`src/design/cpuPkg.sv`:
```
package cpuPkg;

    //**********************************************************
    // Instruction set
    typedef enum logic [3:0] {
        opNop  = 4'h0,
        opAdd  = 4'h1,
        opSub  = 4'h2,
        opAnd  = 4'h3,
        opOr   = 4'h4,
        opXor  = 4'h5,
        opLdi  = 4'h6,
        opLd   = 4'h7,
        opSt   = 4'h8,
        opJmp  = 4'h9,
        opJz   = 4'hA,
        opEi   = 4'hB,
        opReti = 4'hC,
        opHlt  = 4'hD
    } opcodeT;

    typedef struct packed {
        opcodeT     opcode;
        logic [3:0] rd;
        logic [3:0] rs;
        logic [3:0] spare;      // Reserved, ignored by decode
    } regFormT;

    typedef struct packed {
        opcodeT     opcode;
        logic [3:0] rd;
        logic [7:0] imm;
    } immFormT;

    // ALU ops use regForm, everything with a constant uses immForm
    typedef union packed {
        regFormT regForm;
        immFormT immForm;
    } instrWordT;

    //**********************************************************
    // Datapath state and control word
    typedef struct packed {
        logic interruptEnable;
        logic negative;
        logic zero;
        logic carry;
    } statusT;

    typedef enum logic [2:0] {
        aluAdd, aluSub, aluAnd, aluOr, aluXor, aluPassB
    } aluModeT;

    typedef struct packed {
        logic       regWrite;
        logic [1:0] regSrcSel;
        aluModeT    aluMode;
        logic       aluBSel;
        logic       flagWrite;
        logic       dMemWrite;
        logic       dMemRead;
        logic       pcWrite;
        logic [1:0] pcSrcSel;
        logic       saveReturn;
        logic       setIe;
        logic       clearIe;
    } ctrlT;

    // Register write source
    localparam logic [1:0] regSrcAlu = 2'd0;
    localparam logic [1:0] regSrcImm = 2'd1;
    localparam logic [1:0] regSrcMem = 2'd2;

    // ALU operand B
    localparam logic aluBReg = 1'b0;
    localparam logic aluBImm = 1'b1;

    // Next PC source
    localparam logic [1:0] pcSrcInc    = 2'd0;
    localparam logic [1:0] pcSrcJump   = 2'd1;
    localparam logic [1:0] pcSrcVector = 2'd2;
    localparam logic [1:0] pcSrcReturn = 2'd3;

    //**********************************************************
    // Memory map
    localparam logic [7:0]  ioPageBase  = 8'h10;
    localparam logic [15:0] outPortAddr = 16'h10FF;
    localparam logic [15:0] maskAddr    = 16'h10FE;
    localparam logic [15:0] irqVector   = 16'h00F0;

endpackage
```
`src/design/cpu.sv`:
```
`timescale 1ns/1ps

module cpu import cpuPkg::*; (
    input  logic        clk,
    input  logic        rst,
    output logic [15:0] iMemAddress,
    input  instrWordT   iMemOut,
    output logic [15:0] dMemAddress,
    output logic [7:0]  dMemIn,
    input  logic [7:0]  dMemOut,
    output logic        dMemWrite,
    output logic        dMemRead,
    input  logic [2:0]  irqLines,
    output logic        halted
);
    ctrlT        ctrl;
    statusT      status;
    instrWordT   instr;
    logic        irqReq;
    logic        irqAck;
    logic        maskWrite;
    logic [15:0] pc;
    logic [15:0] pcNext;
    logic [15:0] returnShadow;
    logic [7:0]  regIn;
    logic [7:0]  readA;
    logic [7:0]  readB;
    logic [7:0]  aluB;
    logic [7:0]  aluResult;
    logic [2:0]  aluFlags;

    //**********************************************************
    // Blocks
    control cntrl (
        .clk(clk), .rst(rst), .instr(instr), .status(status),
        .irqReq(irqReq), .irqAck(irqAck), .ctrl(ctrl), .halted(halted)
    );

    interruptCtrl intCtrl (
        .clk(clk), .rst(rst), .irqLines(irqLines), .maskWrite(maskWrite),
        .maskData(dMemIn[2:0]), .irqReq(irqReq), .irqAck(irqAck)
    );

    regFile registers (
        .clk(clk), .rst(rst), .writeEn(ctrl.regWrite),
        .writeSel(instr.regForm.rd), .readSelA(instr.regForm.rd),
        .readSelB(instr.regForm.rs), .writeData(regIn),
        .readA(readA), .readB(readB)
    );

    alu aluUnit (
        .dataA(readA), .dataB(aluB), .mode(ctrl.aluMode),
        .result(aluResult), .flags(aluFlags)
    );

    //**********************************************************
    // Source muxes
    assign instr = iMemOut;     // Fetch register still holds LD during writeback

    assign aluB = (ctrl.aluBSel == aluBImm) ? instr.immForm.imm : readB;

    always_comb begin
        case (ctrl.regSrcSel)
            regSrcImm: regIn = instr.immForm.imm;
            regSrcMem: regIn = dMemOut;
            default:   regIn = aluResult;
        endcase
    end

    // Data side stays in the I/O page
    assign dMemAddress = {ioPageBase, aluB};
    assign dMemIn      = readA;             // Store data is rd
    assign dMemWrite   = ctrl.dMemWrite;
    assign dMemRead    = ctrl.dMemRead;
    assign maskWrite   = ctrl.dMemWrite && (dMemAddress == maskAddr);

    //**********************************************************
    // Status register
    always_ff @(posedge clk) begin
        if (rst) begin
            status <= '0;
        end else begin
            if (ctrl.flagWrite) begin
                status.negative <= aluFlags[2];
                status.zero     <= aluFlags[1];
                status.carry    <= aluFlags[0];
            end
            if (ctrl.setIe) begin
                status.interruptEnable <= 1'b1;
            end else if (ctrl.clearIe) begin
                status.interruptEnable <= 1'b0;
            end
        end
    end

    // PC and return shadow
    always_comb begin
        case (ctrl.pcSrcSel)
            pcSrcJump:   pcNext = {8'h00, instr.immForm.imm};
            pcSrcVector: pcNext = irqVector;
            pcSrcReturn: pcNext = returnShadow;
            default:     pcNext = pc + 16'd1;
        endcase
    end

    always_ff @(posedge clk) begin
        if (rst) begin
            pc <= 16'd0;
        end else if (ctrl.pcWrite) begin
            pc <= pcNext;
        end
    end

    always_ff @(posedge clk) begin
        if (ctrl.saveReturn) begin
            returnShadow <= pc;
        end
    end

    assign iMemAddress = pc;

endmodule

```
`src/design/control.sv`:
```
`timescale 1ns/1ps

module control import cpuPkg::*; (
    input  logic      clk,
    input  logic      rst,
    input  instrWordT instr,
    input  statusT    status,
    input  logic      irqReq,
    output logic      irqAck,
    output ctrlT      ctrl,
    output logic      halted
);
    localparam logic [2:0] stFetch     = 3'd0;
    localparam logic [2:0] stExecute   = 3'd1;
    localparam logic [2:0] stLoadWb    = 3'd2;
    localparam logic [2:0] stIrqAck    = 3'd3;
    localparam logic [2:0] stIrqVector = 3'd4;
    localparam logic [2:0] stHalt      = 3'd5;

    logic [2:0] state;
    logic [2:0] nextState;
    logic       takeIrq;
    opcodeT     opcode;

    assign opcode  = instr.regForm.opcode;    // Same position in both forms
    assign takeIrq = irqReq && status.interruptEnable && !irqAck;
    assign halted  = (state == stHalt);

    //**********************************************************
    // State and acknowledge registers
    always_ff @(posedge clk) begin
        if (rst) begin
            state  <= stFetch;
            irqAck <= 1'b0;
        end else begin
            state <= nextState;
            if (nextState == stIrqAck) begin
                irqAck <= 1'b1;
            end else if (!irqReq) begin
                irqAck <= 1'b0;     // Requester has let go
            end
        end
    end

    //**********************************************************
    // Decode
    always_comb begin
        ctrl      = '0;
        nextState = state;
        case (state)
            stFetch: begin
                nextState = stExecute;      // Instruction word arrives next cycle
            end
            stExecute: begin
                ctrl.pcWrite  = 1'b1;
                ctrl.pcSrcSel = pcSrcInc;
                nextState     = takeIrq ? stIrqAck : stFetch;
                case (opcode)
                    opAdd, opSub, opAnd, opOr, opXor: begin
                        ctrl.regWrite  = 1'b1;
                        ctrl.regSrcSel = regSrcAlu;
                        ctrl.aluBSel   = aluBReg;
                        ctrl.flagWrite = 1'b1;
                        case (opcode)
                            opSub:   ctrl.aluMode = aluSub;
                            opAnd:   ctrl.aluMode = aluAnd;
                            opOr:    ctrl.aluMode = aluOr;
                            opXor:   ctrl.aluMode = aluXor;
                            default: ctrl.aluMode = aluAdd;
                        endcase
                    end
                    opLdi: begin
                        ctrl.regWrite  = 1'b1;
                        ctrl.regSrcSel = regSrcImm;
                    end
                    opLd: begin
                        ctrl.dMemRead = 1'b1;
                        ctrl.aluBSel  = aluBImm;    // Low address byte from immediate
                        nextState     = stLoadWb;
                    end
                    opSt: begin
                        ctrl.dMemWrite = 1'b1;
                        ctrl.aluBSel   = aluBImm;
                    end
                    opJmp: begin
                        ctrl.pcSrcSel = pcSrcJump;
                    end
                    opJz: begin
                        ctrl.pcSrcSel = status.zero ? pcSrcJump : pcSrcInc;
                    end
                    opEi: begin
                        ctrl.setIe = 1'b1;
                    end
                    opReti: begin
                        ctrl.setIe    = 1'b1;
                        ctrl.pcSrcSel = pcSrcReturn;
                    end
                    opHlt: begin
                        ctrl.pcWrite = 1'b0;
                        nextState    = stHalt;
                    end
                    default: begin
                        // NOP and unused codes just advance
                    end
                endcase
            end
            stLoadWb: begin
                ctrl.regWrite  = 1'b1;
                ctrl.regSrcSel = regSrcMem;
                nextState      = takeIrq ? stIrqAck : stFetch;
            end
            stIrqAck: begin
                ctrl.saveReturn = 1'b1;     // PC already points past the last instruction
                ctrl.clearIe    = 1'b1;
                nextState       = stIrqVector;
            end
            stIrqVector: begin
                ctrl.pcWrite  = 1'b1;
                ctrl.pcSrcSel = pcSrcVector;
                nextState     = stFetch;
            end
            stHalt: begin
                nextState = stHalt;
            end
            default: begin
                nextState = stFetch;
            end
        endcase
    end

endmodule

```
`src/design/interruptCtrl.sv`:
```
`timescale 1ns/1ps

module interruptCtrl (
    input  logic       clk,
    input  logic       rst,
    input  logic [2:0] irqLines,
    input  logic       maskWrite,
    input  logic [2:0] maskData,
    output logic       irqReq,
    input  logic       irqAck
);
    logic [2:0] pending;
    logic [2:0] mask;           // 1 = line enabled
    logic [2:0] linesDly;
    logic [2:0] rise;
    logic [2:0] active;
    logic [2:0] chosen;

    assign rise   = irqLines & ~linesDly;
    assign active = pending & mask;
    assign chosen = active & (~active + 3'd1);  // Lowest numbered line wins

    always_ff @(posedge clk) begin
        if (rst) begin
            pending  <= 3'b000;
            mask     <= 3'b111;
            linesDly <= 3'b000;
            irqReq   <= 1'b0;
        end else begin
            linesDly <= irqLines;
            if (maskWrite) begin
                mask <= maskData;
            end
            if (irqReq && irqAck) begin
                // Acknowledged, retire the serviced line
                irqReq  <= 1'b0;
                pending <= (pending & ~chosen) | rise;
            end else begin
                pending <= pending | rise;
                // New request only once the previous ack has gone low
                if (!irqReq && !irqAck && (|active)) begin
                    irqReq <= 1'b1;
                end
            end
        end
    end

endmodule

```
`src/design/regFile.sv`:
```
`timescale 1ns/1ps

module regFile (
    input  logic       clk,
    input  logic       rst,
    input  logic       writeEn,
    input  logic [3:0] writeSel,
    input  logic [3:0] readSelA,
    input  logic [3:0] readSelB,
    input  logic [7:0] writeData,
    output logic [7:0] readA,
    output logic [7:0] readB
);
    logic [7:0] regs [16];

    // Single write port
    always_ff @(posedge clk) begin
        if (rst) begin
            for (int i = 0; i < 16; i++) begin
                regs[i] <= 8'd0;
            end
        end else if (writeEn) begin
            regs[writeSel] <= writeData;
        end
    end

    // Reads see the old value during a write cycle
    assign readA = regs[readSelA];
    assign readB = regs[readSelB];

endmodule

```
`src/design/alu.sv`:
```
`timescale 1ns/1ps

module alu import cpuPkg::*; (
    input  logic [7:0] dataA,
    input  logic [7:0] dataB,
    input  aluModeT    mode,
    output logic [7:0] result,
    output logic [2:0] flags        // {negative, zero, carry}
);
    logic [8:0] sum;
    logic       carry;

    always_comb begin
        sum    = 9'd0;
        result = 8'd0;
        carry  = 1'b0;
        case (mode)
            aluAdd: begin
                sum    = {1'b0, dataA} + {1'b0, dataB};
                result = sum[7:0];
                carry  = sum[8];
            end
            aluSub: begin
                // Two's complement subtract, carry set means no borrow
                sum    = {1'b0, dataA} + {1'b0, ~dataB} + 9'd1;
                result = sum[7:0];
                carry  = sum[8];
            end
            aluAnd: begin
                result = dataA & dataB;
            end
            aluOr: begin
                result = dataA | dataB;
            end
            aluXor: begin
                result = dataA ^ dataB;
            end
            aluPassB: begin
                result = dataB;
            end
            default: begin
                result = 8'd0;
            end
        endcase
    end

    assign flags = {result[7], (result == 8'd0), carry};

endmodule

```
`config.mk`:
```
export PLATFORM = sky130hd
export DESIGN_NAME = cpu
export DESIGN_NICKNAME = d
export VERILOG_FILES = /design/src/design/cpuPkg.sv /design/src/design/cpu.sv /design/src/design/control.sv /design/src/design/interruptCtrl.sv /design/src/design/regFile.sv /design/src/design/alu.sv
export SDC_FILE = /design/constraint.sdc
export NUM_CORES = 1
export LEC_CHECK = 0
export ABC_CLOCK_PERIOD_IN_PS = 6200
export BUFFER_PORTS_ARGS = -buffer_cell sky130_fd_sc_hd__buf_2
export CELL_PAD_IN_SITES_DETAIL_PLACEMENT = 0
export CELL_PAD_IN_SITES_GLOBAL_PLACEMENT = 1
export CORE_MARGIN = 1
export CORE_UTILIZATION = 45
export DETAILED_ROUTE_END_ITERATION = 8
export GPL_TIMING_DRIVEN = 0
export PLACE_DENSITY_LB_ADDON = 0.1
export SLEW_MARGIN = 25
export SYNTH_ARGS = -nofsm -noshare
export SYNTH_HDL_FRONTEND = slang
export SYNTH_SLANG_ARGS = --single-unit
export TNS_END_PERCENT = 5
```
`constraint.sdc`:
```
create_clock -name clk -period 6.2 [get_ports clk]
set_input_delay 1.55 -clock clk [delete_from_list [all_inputs] [get_ports clk]]
set_output_delay 1.55 -clock clk [all_outputs]
set_load 0.02 [all_outputs]
```
Word level (Yosys, flattened, before mapping). Memory sizes are Yosys's and may differ from the RTL's. Index checks and enable logic that the tools add are counted.

Bits in registers: 48. RAM bits: 128. Output and inout bits: 43. Logic and storage cells: 114. Memories kept: 1.

$add $sub $neg: 5. Eq/ne operators: 31. Multiplexer cells: 36. Bitwise logic cells: 13. Reduce and logical (&&, ||, !) cells: 18.

Memory list: registers.regs (depth 16, bits a word 8, read ports 2, clocked after memory_dff 0, wr ports 16, line regFile.sv:14) `logic [7:0] regs [16];`.

Operator list (count): one-hot mux 16 bit (3 select lines) (1); one-hot mux 8 bit (6 select lines) (1); == test 4 bit, second input constant (6); one-hot mux 3 bit (2 select lines) (4); 2-to-1 mux 1 bit (19); adder 16 x 1 -> 16 bit, second input constant (1); adder 8 bit (2); == test 4 x 3 -> 1 bit, second input constant (4); 2-to-1 mux 8 bit (2); one-hot mux 8 bit (2 select lines) (1); == test 3 x 2 -> 1 bit, second input constant (5); one-hot mux 3 bit (5 select lines) (1); bitwise AND 3 bit (4); == test 3 bit, second input constant (4); one-hot mux 3 bit (4 select lines) (1); inverter 3 bit (3); adder 8 x 1 -> 8 bit, second input constant (1); bitwise AND 8 bit (1); == test 4 x 2 -> 1 bit, second input constant (2); == test 8 bit, second input constant (1); logical NOT 8 bit (1); inverter 8 bit (1); bitwise OR 8 bit (1); OR reduction 8 bit (1); other kinds (20) (35).

Longest topological paths before layout.
Depth after elaboration: 11. Mapped depth: 20. Depth with buffers taken out: 15.

Cells and area by module. A second synthesis with hierarchy kept.

Cells, all modules: 976. Area, all modules: 11020.6 sq um.

By module, submodules not included: regFile (times used 1, cells an instance 445, area each 6802.8 sq um, seq. area each 3843.7 sq um); cpu (times used 1, cells an instance 232, area each 2070.7 sq um, seq. area each 880.8 sq um); alu (times used 1, cells an instance 192, area each 1331.3 sq um, seq. area each 0.0 sq um); control (times used 1, cells an instance 73, area each 462.9 sq um, seq. area each 80.1 sq um); interruptCtrl (times used 1, cells an instance 34, area each 352.8 sq um, seq. area each 200.2 sq um).

Least setup slack after synthesis. OpenSTA, ideal clock, no wires.

Path kind: input port to flip-flop. Start point: in iMemOut[8] (netlist name). End point: mem registers.regs[0][6] (data pin). Library setup time: 0.273 ns. Data arrival time: 5.861 ns. Path slack: 0.066 ns. Stages: 19. Path through: buf_6 -> buf_2 -> buf_1 -> mux4_2 -> mux4_2 -> inv_1 -> ha_1 -> inv_1 -> fa_1 -> a21o_1 -> a21oi_1 -> o21bai_1 -> a21oi_2 -> xor2_1 -> a221oi_1 -> and2_1 -> buf_6 -> buf_6 -> nor3_2.

RTL lines: start, declared (line cpu.sv:7) `input instrWordT iMemOut,`; end, declared (line regFile.sv:14).

==> results.txt <==
The number of hold-repair buffers added at the cts stage is 0. For this run, the leading register cell type out of synthesis is sky130_fd_sc_hd__edfxtp_1. The number of global-route vias before repair came to roughly 7.6k.

The worst setup path is of the in2reg kind. The final weighted congestion of routability-driven global placement is ~0.89. The level count of the clock H-tree came out at 4. The count of non-filler cells in the finished layout came out at roughly 1.3k. The count of buffers from port buffering is 57. After filler insertion, the fill cell instance count of the layout stands at between 2k and 2.5k. Across the whole layout, storage elements account for a little under 5000 µm². The number of clock sinks came out at between 150 and 200.

The achievable frequency is 0.168 GHz. The critical path data arrival time is 6.14 ns. The number of storage elements in the synthesis netlist is approximately 180. The run finished with clean final reports. The remaining design rule violation count came out at 0. Summing all multi-input logic gate instances after layout gives around 5000 µm². Relative to the synthesized area, the layout overhead comes to 12.3%. The number of max-cap violations is 0.

The data required time of the worst path came out at between 6 and 7 ns. The count of routing violations after the opening detailed-route iteration is between 700 and 800. For the pin with the worst max-slew slack, the measured transition is roughly 1.1 ns. The row count came out at 55.

The design draws 3.13 mW. The post-synthesis async set-or-reset flop share is 0. The number of hold violations in the final report is 0. In this run the critical register-to-register path is captured at registers.regs[4][5].

OpenSTA, run right after detailed placement, puts the worst setup slack at -1.26 ns. The largest net degree at the start of global routing came out at 20. Measured along the y axis, the die boundary spans roughly 150 µm. The mean routed wirelength per cell came out at roughly 24 µm. The TritonCTS clock tree is built. The root buffer cell is sky130_fd_sc_hd__clkbuf_16. The largest voltage drop on the vdd net came out at 0.191 mV. The setup slack of the worst register-to-register path came out at approximately 1.7 ns.

The share of synthesized area in the top cell type comes to 0.415. between 70 and 80 I/O pins were placed. The largest driver fanout on the critical path came out at 10. Dividing the final minimum period by the clock period gives 0.962.

The most common cell after layout, fill and taps aside is sky130_fd_sc_hd__nor2_1. The worst path in the final design needs a cycle of ~6 ns, including I/O delays and setup. The final cell utilization of the core came out at 0.516. The worst register-to-register path begins at cntrl.state[2]. The global-route total usage across every layer came out at 0.266. By area the synthesized netlist is led by sky130_fd_sc_hd__edfxtp_1 42%, sky130_fd_sc_hd__mux4_2 16%, sky130_fd_sc_hd__dfxtp_1 6.2%. The startpoint of the most critical setup path is iMemOut[9]. For this configuration, the core starts out at a cell density of 0.460.

The mean area per synthesized cell came out at between 10 and 15 µm². The endpoint of the most critical setup path is registers.regs[13][7]. Between clock sinks in the finished design, the worst skew comes to approximately 0.016 ns. The count of mapped cells out of synthesis came out at 902. The number of flops mapped to enable cells by yosys is 144. The clock passes through at most 2 buffers. The number of nets still failing antenna checks after routing is 0. The share of synthesized area occupied by flip-flops and latches is 0.477. The first detailed-routing pass took 5 iterations. The cell area after synthesis is ~10,000 µm².

The area of the die is between 20,000 and 25,000 µm². The clock slew at the register clock pins of the worst setup and hold paths came out at roughly 0.070 ns. The number of antenna violations at the first check in global routing is 1. The max-slew violation count came out at 0.

By instance count, the cell type seen most on the critical path is sky130_fd_sc_hd__clkbuf_2. The first global-routing pass estimated between 40,000 and 50,000 µm of wire. Walking the worst path, the cells encountered are clkbuf_2 > clkbuf_2 > clkbuf_4 > clkbuf_2 > mux4_2 > mux4_2 > inv_2 > ha_1 > clkbuf_1 > nor3b_1 > a211oi_1 > o22ai_1 > xnor2_1 > o221ai_2 > a21oi_4 > buf_2 > nor2_1. The number of vias per cell after detailed routing is 6.06. The number of cells on the worst reg-to-reg path came out at 17. Clock latency on the worst-skew pair, taken at its later pin, is roughly 0.44 ns. The half-perimeter wire length after placement came out at between 20,000 and 25,000 µm.

For this design the static power due to leakage is ~4.3 nW. The horizontal die dimension is 154 µm. Setup repair after global routing left no endpoint under its margin. The post-synthesis cell type count is 72.

In the final layout, the share of cells above drive strength 1 is 0.234. In the layout the commonest cells are 155 x sky130_fd_sc_hd__nor2_1, 144 x sky130_fd_sc_hd__edfxtp_1, 75 x sky130_fd_sc_hd__mux4_2. The largest stage delay on the critical path came out at ~0.58 ns.

The dominant cell type by area after synthesis is sky130_fd_sc_hd__edfxtp_1. The number of cells in the design after placement came out at 1,250. The number of buffers added by the clock tree synthesis step came out at 17. The total number of vias is 7,770. STA classifies the critical path endpoint as a flip-flop. The slowest stage of the critical path belongs to the cell sky130_fd_sc_hd__mux4_2.

Summed over all layers, the global routing overflow is 0. The number of setup violations in the final report is 0. The sum of routed wire length over all layers came out at between 30,000 and 40,000 µm. The worst setup path is launched from an input port. The core area came out at around 23,000 µm². The worst hold slack is a little under 0.5 ns. The count of synthesis-stage warnings from yosys came out at 0. After layout, the worst setup slack is between 0.2 and 0.25 ns.

The relative max-transition margin is 0.277. The worst hold path belongs to the class reg2reg. The net count reported at finish is 1,039. The ratio of total power to cell area came out at roughly 270 nW/µm².
[timing repair]
action,4_1_cts,5_1_grt
setup endpoints to repair,104,56
cloned,0,0
setup buffers,0,0
resized for setup,11,7
[worst max-delay path, delay by kind of cell]
| family | cells | cell delay (ns) |
|---|---|---|
| buf+inv | 7 | 1.90 |
| xor+xnor | 1 | 0.20 |
| fa+ha+maj | 1 | 0.26 |
| simple gates | 2 | 0.27 |
| mux | 2 | 0.98 |
| compound gates | 4 | 0.95 |
[cell type report]
type	count	area share
antenna	1	0.000214
buffer	66	0.0305
clock buffer	17	0.0364
clock inverter	15	0.0125
inverter	35	0.0112
multi-input combinational	630	0.429
sequential	176	0.425
tap	285	0.0305
timing repair buffer	57	0.0244
[cells by family (layout without fill, tap and decap cells)]
kind of cell	Yosys count	in the layout	share of synthesized area
and+or+nand+nor	350	350	0.165
DFF	176	176	0.477
AOI/OAI and AO/OA	151	151	0.0967
buffers and inverters	102	190	0.0458
muxes	84	84	0.172
adders and majority gates	27	27	0.0339
xor gates and xnor gates	10	10	0.00842
other	2	9	0.000722
[state kept, by name (all words and copies together), names as in the netlist]
| register | cells |
|---|---|
| intCtrl.pending | 3 |
| registers.regs | 128 |
| intCtrl.linesDly | 3 |
| cntrl.irqAck | 1 |
| status | 2 |
| intCtrl.irqReq | 1 |
| cntrl.state | 3 |
| intCtrl.mask | 3 |
| returnShadow | 16 |
| iMemAddress | 16 |
[power by group]
group / leakage (nW) / internal (mW) / switching [mW] / total (mW)
sequential: 1.72 / 1.32 / 0.0309 / 1.35
clock: 0.286 / 0.536 / 0.526 / 1.06
combinational: 2.30 / 0.256 / 0.465 / 0.721
[Yosys cell counts (8+ instances only)]
cell and instances:
sky130_fd_sc_hd__a22oi_1 11, sky130_fd_sc_hd__clkbuf_1 37, sky130_fd_sc_hd__nor3_1 31, sky130_fd_sc_hd__edfxtp_1 144
sky130_fd_sc_hd__buf_4 11, sky130_fd_sc_hd__inv_2 8, sky130_fd_sc_hd__nor2_1 155, sky130_fd_sc_hd__ha_1 25
sky130_fd_sc_hd__nand2b_1 18, sky130_fd_sc_hd__nor2b_1 12, sky130_fd_sc_hd__mux4_2 75, sky130_fd_sc_hd__a21oi_1 46
sky130_fd_sc_hd__inv_1 26, sky130_fd_sc_hd__a31oi_1 8, sky130_fd_sc_hd__nand3_1 16, sky130_fd_sc_hd__o21ai_1 12
sky130_fd_sc_hd__a221oi_1 12, sky130_fd_sc_hd__nor3_2 10, sky130_fd_sc_hd__o21ai_0 11, sky130_fd_sc_hd__and3_1 12
sky130_fd_sc_hd__buf_2 12, sky130_fd_sc_hd__nand2_1 55, sky130_fd_sc_hd__dfxtp_1 32
[metal layers]
metal | part of all wire | vias to the layer above | track usage
met1 | 0.43 | 3888 | 0.363
met2 | 0.48 | 281 | 0.432
met4 | 0.024 | 0 | 0.0848
met5 | 0 | - | 0
met3 | 0.063 | 48 | 0.0459
li1 | - | 3553 | -
[how the worst min path moves through the flow]
stage	start	end	slack [ns]	cells past startpoint
detailed placement	iMemAddress[14]	returnShadow[14]	0.48	0
finish	iMemAddress[14]	returnShadow[14]	0.49	0
global route	iMemAddress[14]	returnShadow[14]	0.51	0
CTS	iMemAddress[14]	returnShadow[14]	0.49	0
floorplan	intCtrl.mask[1]	intCtrl.mask[1]	0.45	1
global placement	iMemAddress[14]	returnShadow[14]	0.47	0
[stage by stage]
stage / instance area, µm² / TNS [ns]
after floorplan: 10400 / 0
after global placement: 11100 / -99.49
after detailed placement: 11100 / -96.37
after CTS: 11700 / 0
after global routing: 11700 / 0
final: 11700 / 0
No activity file was read; power rests on OpenSTA's default activity.
